<file path="src/hw/hangmanPkg.sv">
package hangmanPkg;

    // one ASCII character
    typedef logic [7:0] letterT;

    // five letters, position 0 in the top byte
    typedef logic [39:0] wordT;

    // one bit per position, bit 0 is position 0
    typedef logic [4:0] posMaskT;

    typedef logic [2:0] countT;

    localparam int WORD_LEN = 5;
    localparam countT MAX_MISTAKES = 3'd6;
    localparam letterT HIDDEN_CHAR = 8'h5f;

    typedef enum logic [3:0] {
        SET,
        READY,
        L0,
        L1,
        L2,
        L3,
        L4,
        STOP,
        OVER
    } phaseT;

    typedef struct packed {
        countT   mistakes;
        countT   correct;
        posMaskT lastHit;
        posMaskT revealed;
        logic    won;
        logic    lost;
        logic    ready;
        wordT    maskedWord;
    } gameStatusT;

    typedef struct packed {
        logic   valid;
        letterT letter;
    } normLetterT;

    // fold lowercase to uppercase, flag anything that is not a letter
    function automatic normLetterT normLetter(input letterT c);
        normLetterT result;
        result.letter = c;
        result.valid = 1'b0;
        if (c >= 8'h61 && c <= 8'h7a) begin
            result.letter = c - 8'h20;
            result.valid = 1'b1;
        end else if (c >= 8'h41 && c <= 8'h5a) begin
            result.valid = 1'b1;
        end
        return result;
    endfunction

endpackage

</file>
<file path="src/hw/wordLoader.sv">
`timescale 1ns/1ps

module wordLoader (
    input  logic                clk,
    input  logic                nRst,
    input  logic                wordReq,
    input  hangmanPkg::letterT  wordLetter,
    output logic                wordAck,
    input  logic                loadAllowed,
    output logic                newWord,
    output logic                wordFull,
    output hangmanPkg::wordT    word
);

    typedef enum logic {
        LOAD_IDLE,
        LOAD_ACK
    } loadStateT;

    loadStateT              state;
    logic [2:0]             letterCnt;
    hangmanPkg::normLetterT wordNorm;
    hangmanPkg::wordT       shiftReg;
    logic                   take;
    logic                   lastLetter;

    assign wordNorm = hangmanPkg::normLetter(wordLetter);

    // only look at a request while the game lets a word in
    assign take = (state == LOAD_IDLE) && wordReq && loadAllowed;
    assign lastLetter = (letterCnt == 3'(hangmanPkg::WORD_LEN - 1));

    assign wordAck = (state == LOAD_ACK);
    assign word = shiftReg;

    always_ff @(posedge clk, negedge nRst) begin
        if (!nRst) begin
            state <= LOAD_IDLE;
            letterCnt <= '0;
            newWord <= 1'b0;
            wordFull <= 1'b0;
        end else begin
            newWord <= 1'b0;
            wordFull <= 1'b0;
            case (state)
                LOAD_IDLE: begin
                    if (take) begin
                        state <= LOAD_ACK;
                        // non-letters still get an ack, just nothing else
                        if (wordNorm.valid) begin
                            newWord <= (letterCnt == 3'd0);
                            if (lastLetter) begin
                                letterCnt <= '0;
                                wordFull <= 1'b1;
                            end else begin
                                letterCnt <= letterCnt + 3'd1;
                            end
                        end
                    end
                end
                LOAD_ACK: begin
                    if (!wordReq) begin
                        state <= LOAD_IDLE;
                    end
                end
                default: begin
                    state <= LOAD_IDLE;
                end
            endcase
        end
    end

    // first letter shifts up to the top byte
    always_ff @(posedge clk) begin
        if (take && wordNorm.valid) begin
            shiftReg <= {shiftReg[31:0], wordNorm.letter};
        end
    end

endmodule

</file>
<file path="src/hw/gameLogic.sv">
`timescale 1ns/1ps

module gameLogic (
    input  logic                 clk,
    input  logic                 nRst,
    input  logic                 guessReq,
    input  hangmanPkg::letterT   guessLetter,
    output logic                 guessAck,
    output logic                 guessRefused,
    input  logic                 newWord,
    input  logic                 wordFull,
    input  hangmanPkg::wordT     word,
    input  logic                 allRevealed,
    output logic                 loadAllowed,
    output logic                 hitValid,
    output hangmanPkg::posMaskT  hitMask,
    output hangmanPkg::countT    mistakes,
    output hangmanPkg::countT    correct,
    output hangmanPkg::posMaskT  lastHit,
    output logic                 lost,
    output logic                 ready
);

    hangmanPkg::phaseT      phase;
    hangmanPkg::phaseT      nextPhase;
    hangmanPkg::wordT       wordReg;
    hangmanPkg::letterT     guessReg;
    hangmanPkg::posMaskT    hitAcc;
    hangmanPkg::posMaskT    hitNext;
    hangmanPkg::normLetterT guessNorm;
    logic [1:0]             stopStep;
    logic                   guessNew;
    logic                   guessTaken;
    logic                   guessRefuse;
    logic                   verdict;

    assign guessNorm = hangmanPkg::normLetter(guessLetter);

    // a request counts once, while the previous ack is gone
    assign guessNew = guessReq && !guessAck;
    assign guessTaken = guessNew && (phase == hangmanPkg::READY) && guessNorm.valid;
    assign guessRefuse = guessNew &&
                         ((phase == hangmanPkg::SET) ||
                          (phase == hangmanPkg::OVER) ||
                          ((phase == hangmanPkg::READY) && !guessNorm.valid));

    // third STOP cycle, the tracker result is in by now
    assign verdict = (phase == hangmanPkg::STOP) && (stopStep == 2'd2);

    assign loadAllowed = (phase == hangmanPkg::SET) || (phase == hangmanPkg::OVER);
    assign ready = (phase == hangmanPkg::READY);
    assign hitMask = lastHit;

    // one position compared per cycle
    always_comb begin
        nextPhase = phase;
        hitNext = hitAcc;
        case (phase)
            hangmanPkg::SET: begin
                if (wordFull) begin
                    nextPhase = hangmanPkg::READY;
                end
            end
            hangmanPkg::READY: begin
                if (guessTaken) begin
                    hitNext = '0;
                    nextPhase = hangmanPkg::L0;
                end
            end
            hangmanPkg::L0: begin
                hitNext[0] = (guessReg == wordReg[39:32]);
                nextPhase = hangmanPkg::L1;
            end
            hangmanPkg::L1: begin
                hitNext[1] = (guessReg == wordReg[31:24]);
                nextPhase = hangmanPkg::L2;
            end
            hangmanPkg::L2: begin
                hitNext[2] = (guessReg == wordReg[23:16]);
                nextPhase = hangmanPkg::L3;
            end
            hangmanPkg::L3: begin
                hitNext[3] = (guessReg == wordReg[15:8]);
                nextPhase = hangmanPkg::L4;
            end
            hangmanPkg::L4: begin
                hitNext[4] = (guessReg == wordReg[7:0]);
                nextPhase = hangmanPkg::STOP;
            end
            hangmanPkg::STOP: begin
                if (verdict) begin
                    if (allRevealed || (mistakes == hangmanPkg::MAX_MISTAKES)) begin
                        nextPhase = hangmanPkg::OVER;
                    end else begin
                        nextPhase = hangmanPkg::READY;
                    end
                end
            end
            hangmanPkg::OVER: begin
                nextPhase = hangmanPkg::OVER;
            end
            default: begin
                nextPhase = hangmanPkg::SET;
            end
        endcase
        // a fresh word restarts the game
        if (newWord) begin
            nextPhase = hangmanPkg::SET;
        end
    end

    always_ff @(posedge clk, negedge nRst) begin
        if (!nRst) begin
            phase <= hangmanPkg::SET;
            stopStep <= '0;
            guessAck <= 1'b0;
            guessRefused <= 1'b0;
            hitValid <= 1'b0;
            mistakes <= '0;
            correct <= '0;
            lastHit <= '0;
            lost <= 1'b0;
        end else begin
            phase <= nextPhase;
            hitValid <= 1'b0;

            if (phase == hangmanPkg::STOP) begin
                stopStep <= stopStep + 2'd1;
            end else begin
                stopStep <= '0;
            end

            // score on the first STOP cycle
            if ((phase == hangmanPkg::STOP) && (stopStep == 2'd0)) begin
                hitValid <= 1'b1;
                lastHit <= hitAcc;
                if (|hitAcc) begin
                    if (correct != 3'd7) begin
                        correct <= correct + 3'd1;
                    end
                end else begin
                    mistakes <= mistakes + 3'd1;
                end
            end

            if (verdict && (mistakes == hangmanPkg::MAX_MISTAKES)) begin
                lost <= 1'b1;
            end

            // guess channel, ack held until req drops
            if (guessAck) begin
                if (!guessReq) begin
                    guessAck <= 1'b0;
                    guessRefused <= 1'b0;
                end
            end else if (guessRefuse) begin
                guessAck <= 1'b1;
                guessRefused <= 1'b1;
            end else if (verdict) begin
                guessAck <= 1'b1;
            end

            if (newWord) begin
                mistakes <= '0;
                correct <= '0;
                lastHit <= '0;
                lost <= 1'b0;
            end
        end
    end

    always_ff @(posedge clk) begin
        hitAcc <= hitNext;
        if (guessTaken) begin
            guessReg <= guessNorm.letter;
        end
        if (wordFull) begin
            wordReg <= word;
        end
    end

endmodule

</file>
<file path="src/hw/revealTracker.sv">
`timescale 1ns/1ps

module revealTracker (
    input  logic                 clk,
    input  logic                 nRst,
    input  logic                 newWord,
    input  logic                 wordFull,
    input  hangmanPkg::wordT     word,
    input  logic                 hitValid,
    input  hangmanPkg::posMaskT  hitMask,
    output logic                 allRevealed,
    output logic                 won,
    output hangmanPkg::posMaskT  revealed,
    output hangmanPkg::wordT     maskedWord
);

    hangmanPkg::wordT    wordReg;
    hangmanPkg::posMaskT revealNext;

    // hits stick across guesses
    assign revealNext = revealed | hitMask;

    always_ff @(posedge clk, negedge nRst) begin
        if (!nRst) begin
            revealed <= '0;
            allRevealed <= 1'b0;
        end else if (newWord) begin
            revealed <= '0;
            allRevealed <= 1'b0;
        end else if (hitValid) begin
            revealed <= revealNext;
            allRevealed <= &revealNext;
        end
    end

    always_ff @(posedge clk) begin
        if (wordFull) begin
            wordReg <= word;
        end
    end

    // every position showing means the game is won
    assign won = allRevealed;

    // position i sits at byte WORD_LEN-1-i, counted from the bottom
    for (genvar i = 0; i < hangmanPkg::WORD_LEN; i++) begin : genMask
        localparam int LSB = (hangmanPkg::WORD_LEN - 1 - i) * 8;

        assign maskedWord[LSB +: 8] = revealed[i] ? wordReg[LSB +: 8]
                                                  : hangmanPkg::HIDDEN_CHAR;
    end

endmodule

</file>
<file path="src/hw/hangmanTop.sv">
`timescale 1ns/1ps

module hangmanTop (
    input  logic                   clk,
    input  logic                   nRst,
    input  logic                   wordReq,
    input  hangmanPkg::letterT     wordLetter,
    output logic                   wordAck,
    input  logic                   guessReq,
    input  hangmanPkg::letterT     guessLetter,
    output logic                   guessAck,
    output logic                   guessRefused,
    output hangmanPkg::gameStatusT status
);

    logic                loadAllowed;
    logic                newWord;
    logic                wordFull;
    hangmanPkg::wordT    word;
    logic                allRevealed;
    logic                hitValid;
    hangmanPkg::posMaskT hitMask;
    hangmanPkg::countT   mistakes;
    hangmanPkg::countT   correct;
    hangmanPkg::posMaskT lastHit;
    logic                lost;
    logic                ready;
    logic                won;
    hangmanPkg::posMaskT revealed;
    hangmanPkg::wordT    maskedWord;

    wordLoader wordLoader_inst (
        .clk         (clk),
        .nRst        (nRst),
        .wordReq     (wordReq),
        .wordLetter  (wordLetter),
        .wordAck     (wordAck),
        .loadAllowed (loadAllowed),
        .newWord     (newWord),
        .wordFull    (wordFull),
        .word        (word)
    );

    gameLogic gameLogic_inst (
        .clk          (clk),
        .nRst         (nRst),
        .guessReq     (guessReq),
        .guessLetter  (guessLetter),
        .guessAck     (guessAck),
        .guessRefused (guessRefused),
        .newWord      (newWord),
        .wordFull     (wordFull),
        .word         (word),
        .allRevealed  (allRevealed),
        .loadAllowed  (loadAllowed),
        .hitValid     (hitValid),
        .hitMask      (hitMask),
        .mistakes     (mistakes),
        .correct      (correct),
        .lastHit      (lastHit),
        .lost         (lost),
        .ready        (ready)
    );

    revealTracker revealTracker_inst (
        .clk         (clk),
        .nRst        (nRst),
        .newWord     (newWord),
        .wordFull    (wordFull),
        .word        (word),
        .hitValid    (hitValid),
        .hitMask     (hitMask),
        .allRevealed (allRevealed),
        .won         (won),
        .revealed    (revealed),
        .maskedWord  (maskedWord)
    );

    // status bundle for the outside
    assign status = '{
        mistakes:   mistakes,
        correct:    correct,
        lastHit:    lastHit,
        revealed:   revealed,
        won:        won,
        lost:       lost,
        ready:      ready,
        maskedWord: maskedWord
    };

endmodule

</file>
<file path="config.mk">
export PLATFORM = sky130hd
export DESIGN_NAME = hangmanTop
export DESIGN_NICKNAME = d
export VERILOG_FILES = /design/src/hw/hangmanPkg.sv /design/src/hw/wordLoader.sv /design/src/hw/gameLogic.sv /design/src/hw/revealTracker.sv /design/src/hw/hangmanTop.sv
export SDC_FILE = /design/constraint.sdc
export NUM_CORES = 1
export LEC_CHECK = 0
export ABC_AREA = 1
export BUFFER_PORTS_ARGS = -buffer_cell sky130_fd_sc_hd__buf_2
export CAP_MARGIN = 20
export CORE_MARGIN = 3
export CORE_UTILIZATION = 58
export CTS_BUF_LIST = sky130_fd_sc_hd__clkbuf_8
export CTS_CLUSTER_SIZE = 28
export DETAILED_ROUTE_END_ITERATION = 6
export GPL_ROUTABILITY_DRIVEN = 1
export PLACE_DENSITY = 0.83
export SLEW_MARGIN = 20
export SYNTH_ARGS = -nofsm -noshare
export SYNTH_HDL_FRONTEND = slang
export SYNTH_HIERARCHICAL = 1
export SYNTH_SLANG_ARGS = --single-unit
</file>
<file path="constraint.sdc">
create_clock -name clk -period 4.1 [get_ports clk]
set_clock_uncertainty 0.1 [all_clocks]
set_input_delay 0.205 -clock clk [delete_from_list [all_inputs] [get_ports clk]]
set_output_delay 0.205 -clock clk [all_outputs]
set_load 0.1 [all_outputs]
</file>
Word level (Yosys, flattened, before mapping). Index checks and enable logic that the tools add are counted.

$add $sub $neg: 6. $mul: 0. Divide/modulo/power cells: 0. $lt $le $gt $ge: 8. Equality and inequality tests: 23. Shift operators: 0. Multiplexer cells: 58. Bitwise operators: 2. Reduce and logical (&&, ||, !) cells: 46.

Operators with widths (number): $mux 8 (7); $eq 8x8->1 (5); $pmux 4 s9 (1); $ge 8x7->1 const B (4); $le 8x7->1 const B (4); $mux 1 (25); $mux 5 (5); $mux 3 (8); $reduce_bool 2->1 (11); $mux 4 (5); $eq 4x3->1 const B (4); $sub 8x6->8 const B (2); $logic_and 1x1->1 (15); $reduce_and 2->1 (7); $pmux 1 s2 (6); $add 3x1->3 const B (3); $ne 3x3->1 const B (3); $reduce_and 3->1 (3); $eq 4x2->1 const B (2); $eq 3x3->1 const B (2); $ne 2x2->1 const B (3); $or 5x5->5 (1); $reduce_and 5->1 (1); $reduce_or 5->1 (1); 12 further kinds (15).

Register bits: 126. Bits in latches: 0. Bits in writable memories: 0. ROM bits: 0. Input bits: 20. Output and inout bits: 62. Memories: 0.

Depth between registers and ports, before layout. Gate-level depths: netlist of the first run.

Word-level depth: 10. Gate-level depth with buffers: 12. Depth with buffers taken out: 12.

Cells and area by module. Netlist of the first run, hierarchy kept.

Modules (own cells, without submodules): gameLogic (instances 1, cells an instance 328, area each 3495.9 µm², seq. area each 2117.0 µm²); revealTracker (instances 1, cells an instance 122, area each 1735.4 µm², seq. area each 1351.3 µm²); wordLoader (instances 1, cells an instance 110, area each 1674.1 µm², seq. area each 1351.3 µm²); hangmanTop (instances 1, cells an instance 3, area each 22.5 µm², seq. area each 0.0 µm²).

Least setup slack after synthesis of the first run. OpenSTA, ideal clock, no wires.

Kind: reg-to-reg. Start: reg wordLoader_inst.wordFull. End: reg gameLogic_inst.phase[3]. Library setup time: 0.071 ns. Arrival time: 2.414 ns. Path slack: 1.515 ns. Cell stages (with the launch flop): 7. Path through: dfrtp_1 > nor2_1 > nand2_1 > nand2_1 > inv_1 > nand2_1 > nor2_1.

Word-level cells in the longest chain between the ends: 2.

RTL lines: from (decl) (line wordLoader.sv:11) `output logic wordFull,`; from (signal assigned) (line wordLoader.sv:41) `wordFull <= 1'b0;`; from (signal assigned) (line wordLoader.sv:44) `wordFull <= 1'b0;`; from (signal assigned) (line wordLoader.sv:54) `wordFull <= 1'b1;`; $ne 3x3->1 (no line); $reduce_and 3->1 (no line); to (signal assigned) (line gameLogic.sv:114) `phase <= hangmanPkg::SET;`; to (signal assigned) (line gameLogic.sv:124) `phase <= nextPhase;`; to (decl) (line gameLogic.sv:24) `hangmanPkg::phaseT phase;`.

Every way passes these cells. A chain may end at the register's enable or synchronous reset.

Worst setup path after layout of the first run.
Start: reg gameLogic_inst.phase[0]. End: reg wordLoader_inst.shiftReg[23], in the netlist wordLoader_inst/word[23] (enable).

Word-level cells in the longest chain between the ends: 4. Elaborated cells on any way between the ends: 5. Those cells by class: eq/ne: 1; reduce/logical: 4.

RTL lines: $eq 4x4->1 or $logic_not 4->1 (tied branches) (line gameLogic.sv:50) `assign loadAllowed = (phase == hangmanPkg::SET) || (phase == hangmanPkg::OVER);`; $logic_or 1x1->1 (*) (line gameLogic.sv:50); net loadAllowed (line hangmanTop.sv:16) `logic loadAllowed;`; $logic_and 1x1->1 (*) (line wordLoader.sv:30) `assign take = (state == LOAD_IDLE) && wordReq && loadAllowed;`; $logic_and 1x1->1 (*) (line wordLoader.sv:75) `if (take && wordNorm.valid) begin`; to (signal assigned) (line wordLoader.sv:76) `shiftReg <= {shiftReg[31:0], wordNorm.letter};`; to (decl) (line wordLoader.sv:23) `hangmanPkg::wordT shiftReg;`.

The timed path passes the listed nets; every way through them passes the cells marked *.

==> results of run 1 <==
## cell usage after synthesis (2+ instances only)
master / number / area share
ha_1: 12 / 0.022
nand4_1: 8 / 0.0072
nor2_4: 2 / 0.0033
inv_2: 8 / 0.0043
nand2_1: 78 / 0.042
nor2_1: 52 / 0.028
a21oi_1: 11 / 0.0079
o21ai_0: 18 / 0.013
nand3_1: 26 / 0.019
edfxtp_1: 133 / 0.58
o2111ai_1: 3 / 0.0038
dfrtp_1: 33 / 0.12
clkbuf_1: 3 / 0.0016
inv_1: 66 / 0.036
o22ai_1: 5 / 0.0045
nand2_2: 6 / 0.0054
o21ai_1: 3 / 0.0022
nor3_1: 5 / 0.0036
nand3_2: 2 / 0.0029
a221oi_1: 5 / 0.0063
buf_4: 9 / 0.0098
a211oi_1: 6 / 0.0065
or2_2: 29 / 0.026
xnor2_1: 10 / 0.013
xor2_1: 9 / 0.011
or2_1: 6 / 0.0054
## through the flow
stage	power (mW)	instances	utilization	worst slack [ns]
global placement	4.02	776	0.644	1.78
global route	5.32	823	0.687	1.48
floorplan	3.77	563	-	1.52
detailed placement	4.07	776	0.644	1.68
finish	5.09	823	0.687	1.58
CTS	5.11	823	0.687	1.66
## report_power, final
part	switching (mW)	internal [mW]	total (mW)
logic	1.61	0.342	1.96
registers	0.135	1.96	2.09
clock network	0.523	0.519	1.04
total	2.27	2.82	5.09
## layer usage
layer / wire, um / vias to the layer above
met5: 0 / -
met4: 176 / 0
met3: 927 / 16
met2: 6730 / 187
met1: 5390 / 2108
li1: - / 2114
## cell type report
type                    instances  share of cell area
clock buffers                  17              0.0294
repair buffers                 98              0.0718
well taps                     143              0.0225
multi-input cells             308               0.218
clock inverters                15              0.0148
inverters                      76              0.0364
flip-flops and latches        166               0.607
## logic make-up after synthesis
kind of cell	count (synthesis)
simple gates	222
buf+inv	89
xor+xnor	19
compound gates	55
flops	166
fa+ha+maj	12
## flip-flops by register name, indices dropped and copies added, names as in the netlist, 2 cells and up
name                         count
gameLogic_inst/wordReg          40
revealTracker_inst/wordReg      40
wordLoader_inst/word            40
gameLogic_inst/guessReg          8
gameLogic_inst/hitAcc            5
gameLogic_inst/hitMask           5
revealTracker_inst/revealed      5
gameLogic_inst/phase             4
gameLogic_inst/correct           3
gameLogic_inst/mistakes          3
wordLoader_inst/letterCnt        3
gameLogic_inst/stopStep          2
## worst max-delay path: stages, from the launching register on
cell     delay (ns)
dfrtp_1        0.44
nor2_1         0.15
inv_1          0.11
nor2_1         0.29
nand3_1        0.20
nor2_4         0.19
nand3_2        0.14
inv_1          0.08
buf_4          0.44
## how the worst min path moves through the flow
stage	from	depth (start not counted)	to
after global placement	nRst	1	revealTracker_inst/allRevealed
after CTS	guessLetter[7]	3	gameLogic_inst/guessReg[7]
final	guessLetter[7]	3	gameLogic_inst/guessReg[7]
after floorplan	nRst	0	gameLogic_inst/correct[0]
after detailed placement	nRst	1	revealTracker_inst/revealed[4]
after global routing	guessLetter[7]	3	gameLogic_inst/guessReg[7]
## repair_timing
action                                  CTS  global route
hold buffers                             15             0
endpoints found under the setup margin    0             0
hold endpoints to repair                 47             0
==> results.json, run 1 <==
{
  "timing.rr.end": "wordLoader_inst/word[23]",
  "path_clk_slew_ns": 0.08,
  "post-route-min-period_ns": 2.52,
  "r2r_start": "gameLogic_inst/phase[0]",
  "grt.busiest_layer": "met2",
  "cts_setup_buffers": 0,
  "synth_seq_cells": 166,
  "synth_top_family_by_area": "simple AND/OR/NAND/NOR gates",
  "post-route-period-util": 0.615,
  "fmax_ghz": 0.396,
  "ctsHtreeMaxLevel": 4,
  "synth.avg_cell_area_um2": 12.3,
  "detail_route.wl_per_cell_um": 16.1,
  "setup_viol": 0,
  "die_width_um": 115,
  "drv_slew": 0,
  "antenna_cells": 0,
  "rows": 39,
  "drt_pass1_iterations": 5,
  "startpoint": "gameLogic_inst/phase[0]",
  "p_leak_nw": 3.25,
  "yosys.area_share.simple": 0.155,
  "drt_wl_total_um": 13200,
  "cts_root_buf": "clkbuf_8",
  "start_kind": "flip-flop",
  "synthCells": 563,
  "synth-main-ff-cell": "edfxtp_1",
  "tightest_slew_ns": 0.753,
  "viasPerCell": 5.38,
  "grt_overflow": 0,
  "synth_warnings": 6,
  "grt_pass1_wl_um": 21700,
  "clock-sinks": 166,
  "initial_core_util": 0.599,
  "grt_usage": 0.215,
  "postCtsResizedCells": 0,
  "layout-area-overhead-vs-synth_pct": 14.7,
  "fin_hold_ws_ns": 0.0583,
  "ys_types": 41,
  "multi_input_area_um2": 1740,
  "rsz0062_at_grt": "no",
  "vias": 4425,
  "reg2reg_depth": 8,
  "dp_hpwl_um": 9600,
  "seq_area_frac_synth": 0.696,
  "powerDensity_nw_per_um2": 640,
  "first_global_vias": 4427,
  "antenna_found_initial": 0,
  "rrSetupSlack_ns": 1.58,
  "route.detailed.drc": 0,
  "synth_compound_area_frac": 0.0495,
  "layout.nets": 699,
  "timing.slew.headroom": 0.498,
  "layout-drive-gt1-share": 0.235,
  "grt_max_degree": 49,
  "io_buffers": 81,
  "final_common_cell": "edfxtp_1",
  "fill_cells": 784,
  "muxShareOfSynthArea": 0,
  "syn-cell-area_um2": 6930,
  "use_met1": 0.273,
  "dpl_cell_area_um2": 7440,
  "clk_latency_ns": 0.43,
  "required_ns": 4.06,
  "drt_iter0_drc": 366,
  "dieArea_um2": 13300,
  "outcome": "finished clean",
  "clockBufferDepth": 2,
  "max_cap_violations": 0,
  "regArea_um2": 4820,
  "cp_max_fo": 40,
  "async_flop_share": 0.199,
  "use_met2": 0.367,
  "place_congestion": 0.823,
  "grt_use_met3": 0.0558,
  "synth_edf_count": 133,
  "drt.antenna.violating_nets": 0,
  "final.setup.tns_ns": 0,
  "final_hold_viol_count": 0,
  "core_um2": 11600,
  "io_pins": 82,
  "crit_arrival_ns": 2.48,
  "cp-end-kind": "flip-flop",
  "crit_path_end": "wordLoader_inst/word[23]",
  "tritoncts": "built",
  "cts_made_buffers": 17,
  "synth_xor_area_frac": 0.0240,
  "synthesis.nets": 595,
  "die_h_um": 115,
  "synthAdderAreaFrac": 0.0217,
  "max-vdd-ir-drop_v": 0.000346,
  "worstSetupPathType": "reg2reg",
  "final_cell_mix": "edfxtp_1, buf_2, nand2_1",
  "hold_class": "in2reg",
  "fin_area_um2": 7950
}
Power figures use the tool's default switching activity.
==> inputs of run 2 (changes only) <==
- clock period: 4.1 -> 2.6 ns (I/O delays scaled with it)
==> run 2 against run 1 <==
Compared with the run above: non-clock buffer count is 4 higher; global-route usage is 0.46 points higher; critical path depth stayed put; register-to-register slack got worse by 1.3 ns; count of clock-buffer cells in the layout unchanged; worst setup slack worse by 1.3 ns; largest power group unchanged; highest routed layer unchanged.
==> results.json, run 2 (synthesis gave the netlist of run 1 again) <==
{
  "drt_pass1_iterations": 5,
  "crit_arrival_ns": 2.31,
  "cp_max_fo": 40,
  "detail_route.wl_per_cell_um": 16.7,
  "post-route-min-period_ns": 2.29,
  "initial_core_util": 0.599,
  "final_common_cell": "edfxtp_1",
  "clk_latency_ns": 0.43,
  "dpl_cell_area_um2": 7480,
  "core_um2": 11600,
  "final_hold_viol_count": 0,
  "antenna_cells": 0,
  "post-route-period-util": 0.880,
  "vias": 4546,
  "cts_root_buf": "clkbuf_8",
  "dp_cells": 777,
  "layout-area-overhead-vs-synth_pct": 16.2,
  "utilization": 0.696,
  "route.detailed.drc": 0,
  "postCtsResizedCells": 0,
  "rows": 39,
  "antenna_found_initial": 0,
  "hold_class": "in2reg",
  "rsz0062_at_grt": "no",
  "tritoncts": "built",
  "cp-end-kind": "flip-flop",
  "layout.nets": 703,
  "cts_made_buffers": 17,
  "grt_max_degree": 45,
  "clockBufferDepth": 2,
  "fin_area_um2": 8050,
  "timing.slew.headroom": 0.490,
  "setup_ws_ns": 0.311,
  "fin_hold_ws_ns": 0.0835,
  "total_power_mw": 8.22,
  "fmax_ghz": 0.437,
  "outcome": "finished clean",
  "ctsHtreeMaxLevel": 4,
  "first_global_vias": 4565,
  "dp_hpwl_um": 9880,
  "drv_slew": 0,
  "max-vdd-ir-drop_v": 0.000517,
  "required_ns": 2.62,
  "io_buffers": 81,
  "drt_iter0_drc": 342,
  "io_pins": 82,
  "die_h_um": 115,
  "tightest_slew_ns": 0.764,
  "start_kind": "flip-flop",
  "p_leak_nw": 3.26,
  "layout-drive-gt1-share": 0.243,
  "worstSetupPathType": "reg2reg",
  "dieArea_um2": 13300,
  "final.setup.tns_ns": 0,
  "grt_overflow": 0,
  "setup_viol": 0,
  "die_width_um": 115,
  "max_cap_violations": 0,
  "drt_wl_total_um": 13800,
  "final_cell_mix": "edfxtp_1, buf_2, nand2_1",
  "drt.antenna.violating_nets": 0,
  "grt_usage": 0.220,
  "layout.cells.non_filler": 826,
  "clock-sinks": 166,
  "path_clk_slew_ns": 0.08,
  "grt_pass1_wl_um": 22000,
  "dp_slack_ns": 0.358,
  "place_congestion": 0.833,
  "viasPerCell": 5.50,
  "powerDensity_nw_per_um2": 1020
}
run 2: cell count changes in the layout (fill, tap and decap cells not counted), sizes merged:
cell / delta
inv: -8
dlygate4sd3: +3
bufinv: +1
buf: +1
clkinvlp: +1
clkinv: +5
run 2: final timing paths:
check                      slack [ns]                        from  cells past startpoint                          to
max                              0.31     gameLogic_inst/phase[0]                      8    wordLoader_inst/word[26]
min                              0.08              guessLetter[5]                      3  gameLogic_inst/guessReg[5]
max reg2reg                      0.31     gameLogic_inst/phase[0]                      8    wordLoader_inst/word[26]
min reg2reg                      0.33  gameLogic_inst/stopStep[0]                      1  gameLogic_inst/stopStep[0]
max in group asynchronous        1.67                        nRst                      2    wordLoader_inst/wordFull
min in group asynchronous        0.20                        nRst                      2   gameLogic_inst/correct[2]
run 2: power by group:
| part | switching [mW] | internal, mW | leakage [nW] |
|---|---|---|---|
| Clock | 0.873 | 0.936 | 0.200 |
| Sequential | 0.219 | 3.08 | 1.63 |
| Combinational | 2.57 | 0.543 | 1.43 |
run 2: final cells by class:
cell class	count	area (um^2)
Clock buffer	17	234
Clock inverter	14	158
Fill cell	767	3520
Inverter	76	289
Multi-Input combinational cell	308	1740
Sequential cell	166	4820
Tap cell	143	179
Timing Repair Buffer	102	633
run 2: timing repair:
action                                 4_1_cts  5_1_grt
setup buffers                                0        0
hold buffers                                18        0
endpoints found under the hold margin       51        0
run 2: critical path, stage by stage (launching register included):
cell and delay (ns):
dfrtp_1 0.45, nor2_1 0.17, inv_1 0.10, nor2_1 0.25, nand3_1 0.19, nor2_4 0.19, nand3_2 0.15, inv_1 0.13
buf_12 0.24
run 2: per-layer routing:
layer | part of all wire | routed length (um) | track usage
met3 | 0.073 | 1010 | 0.0537
met2 | 0.52 | 7130 | 0.380
met1 | 0.39 | 5390 | 0.268
met5 | 0 | 0 | 0
met4 | 0.021 | 295 | 0.0837
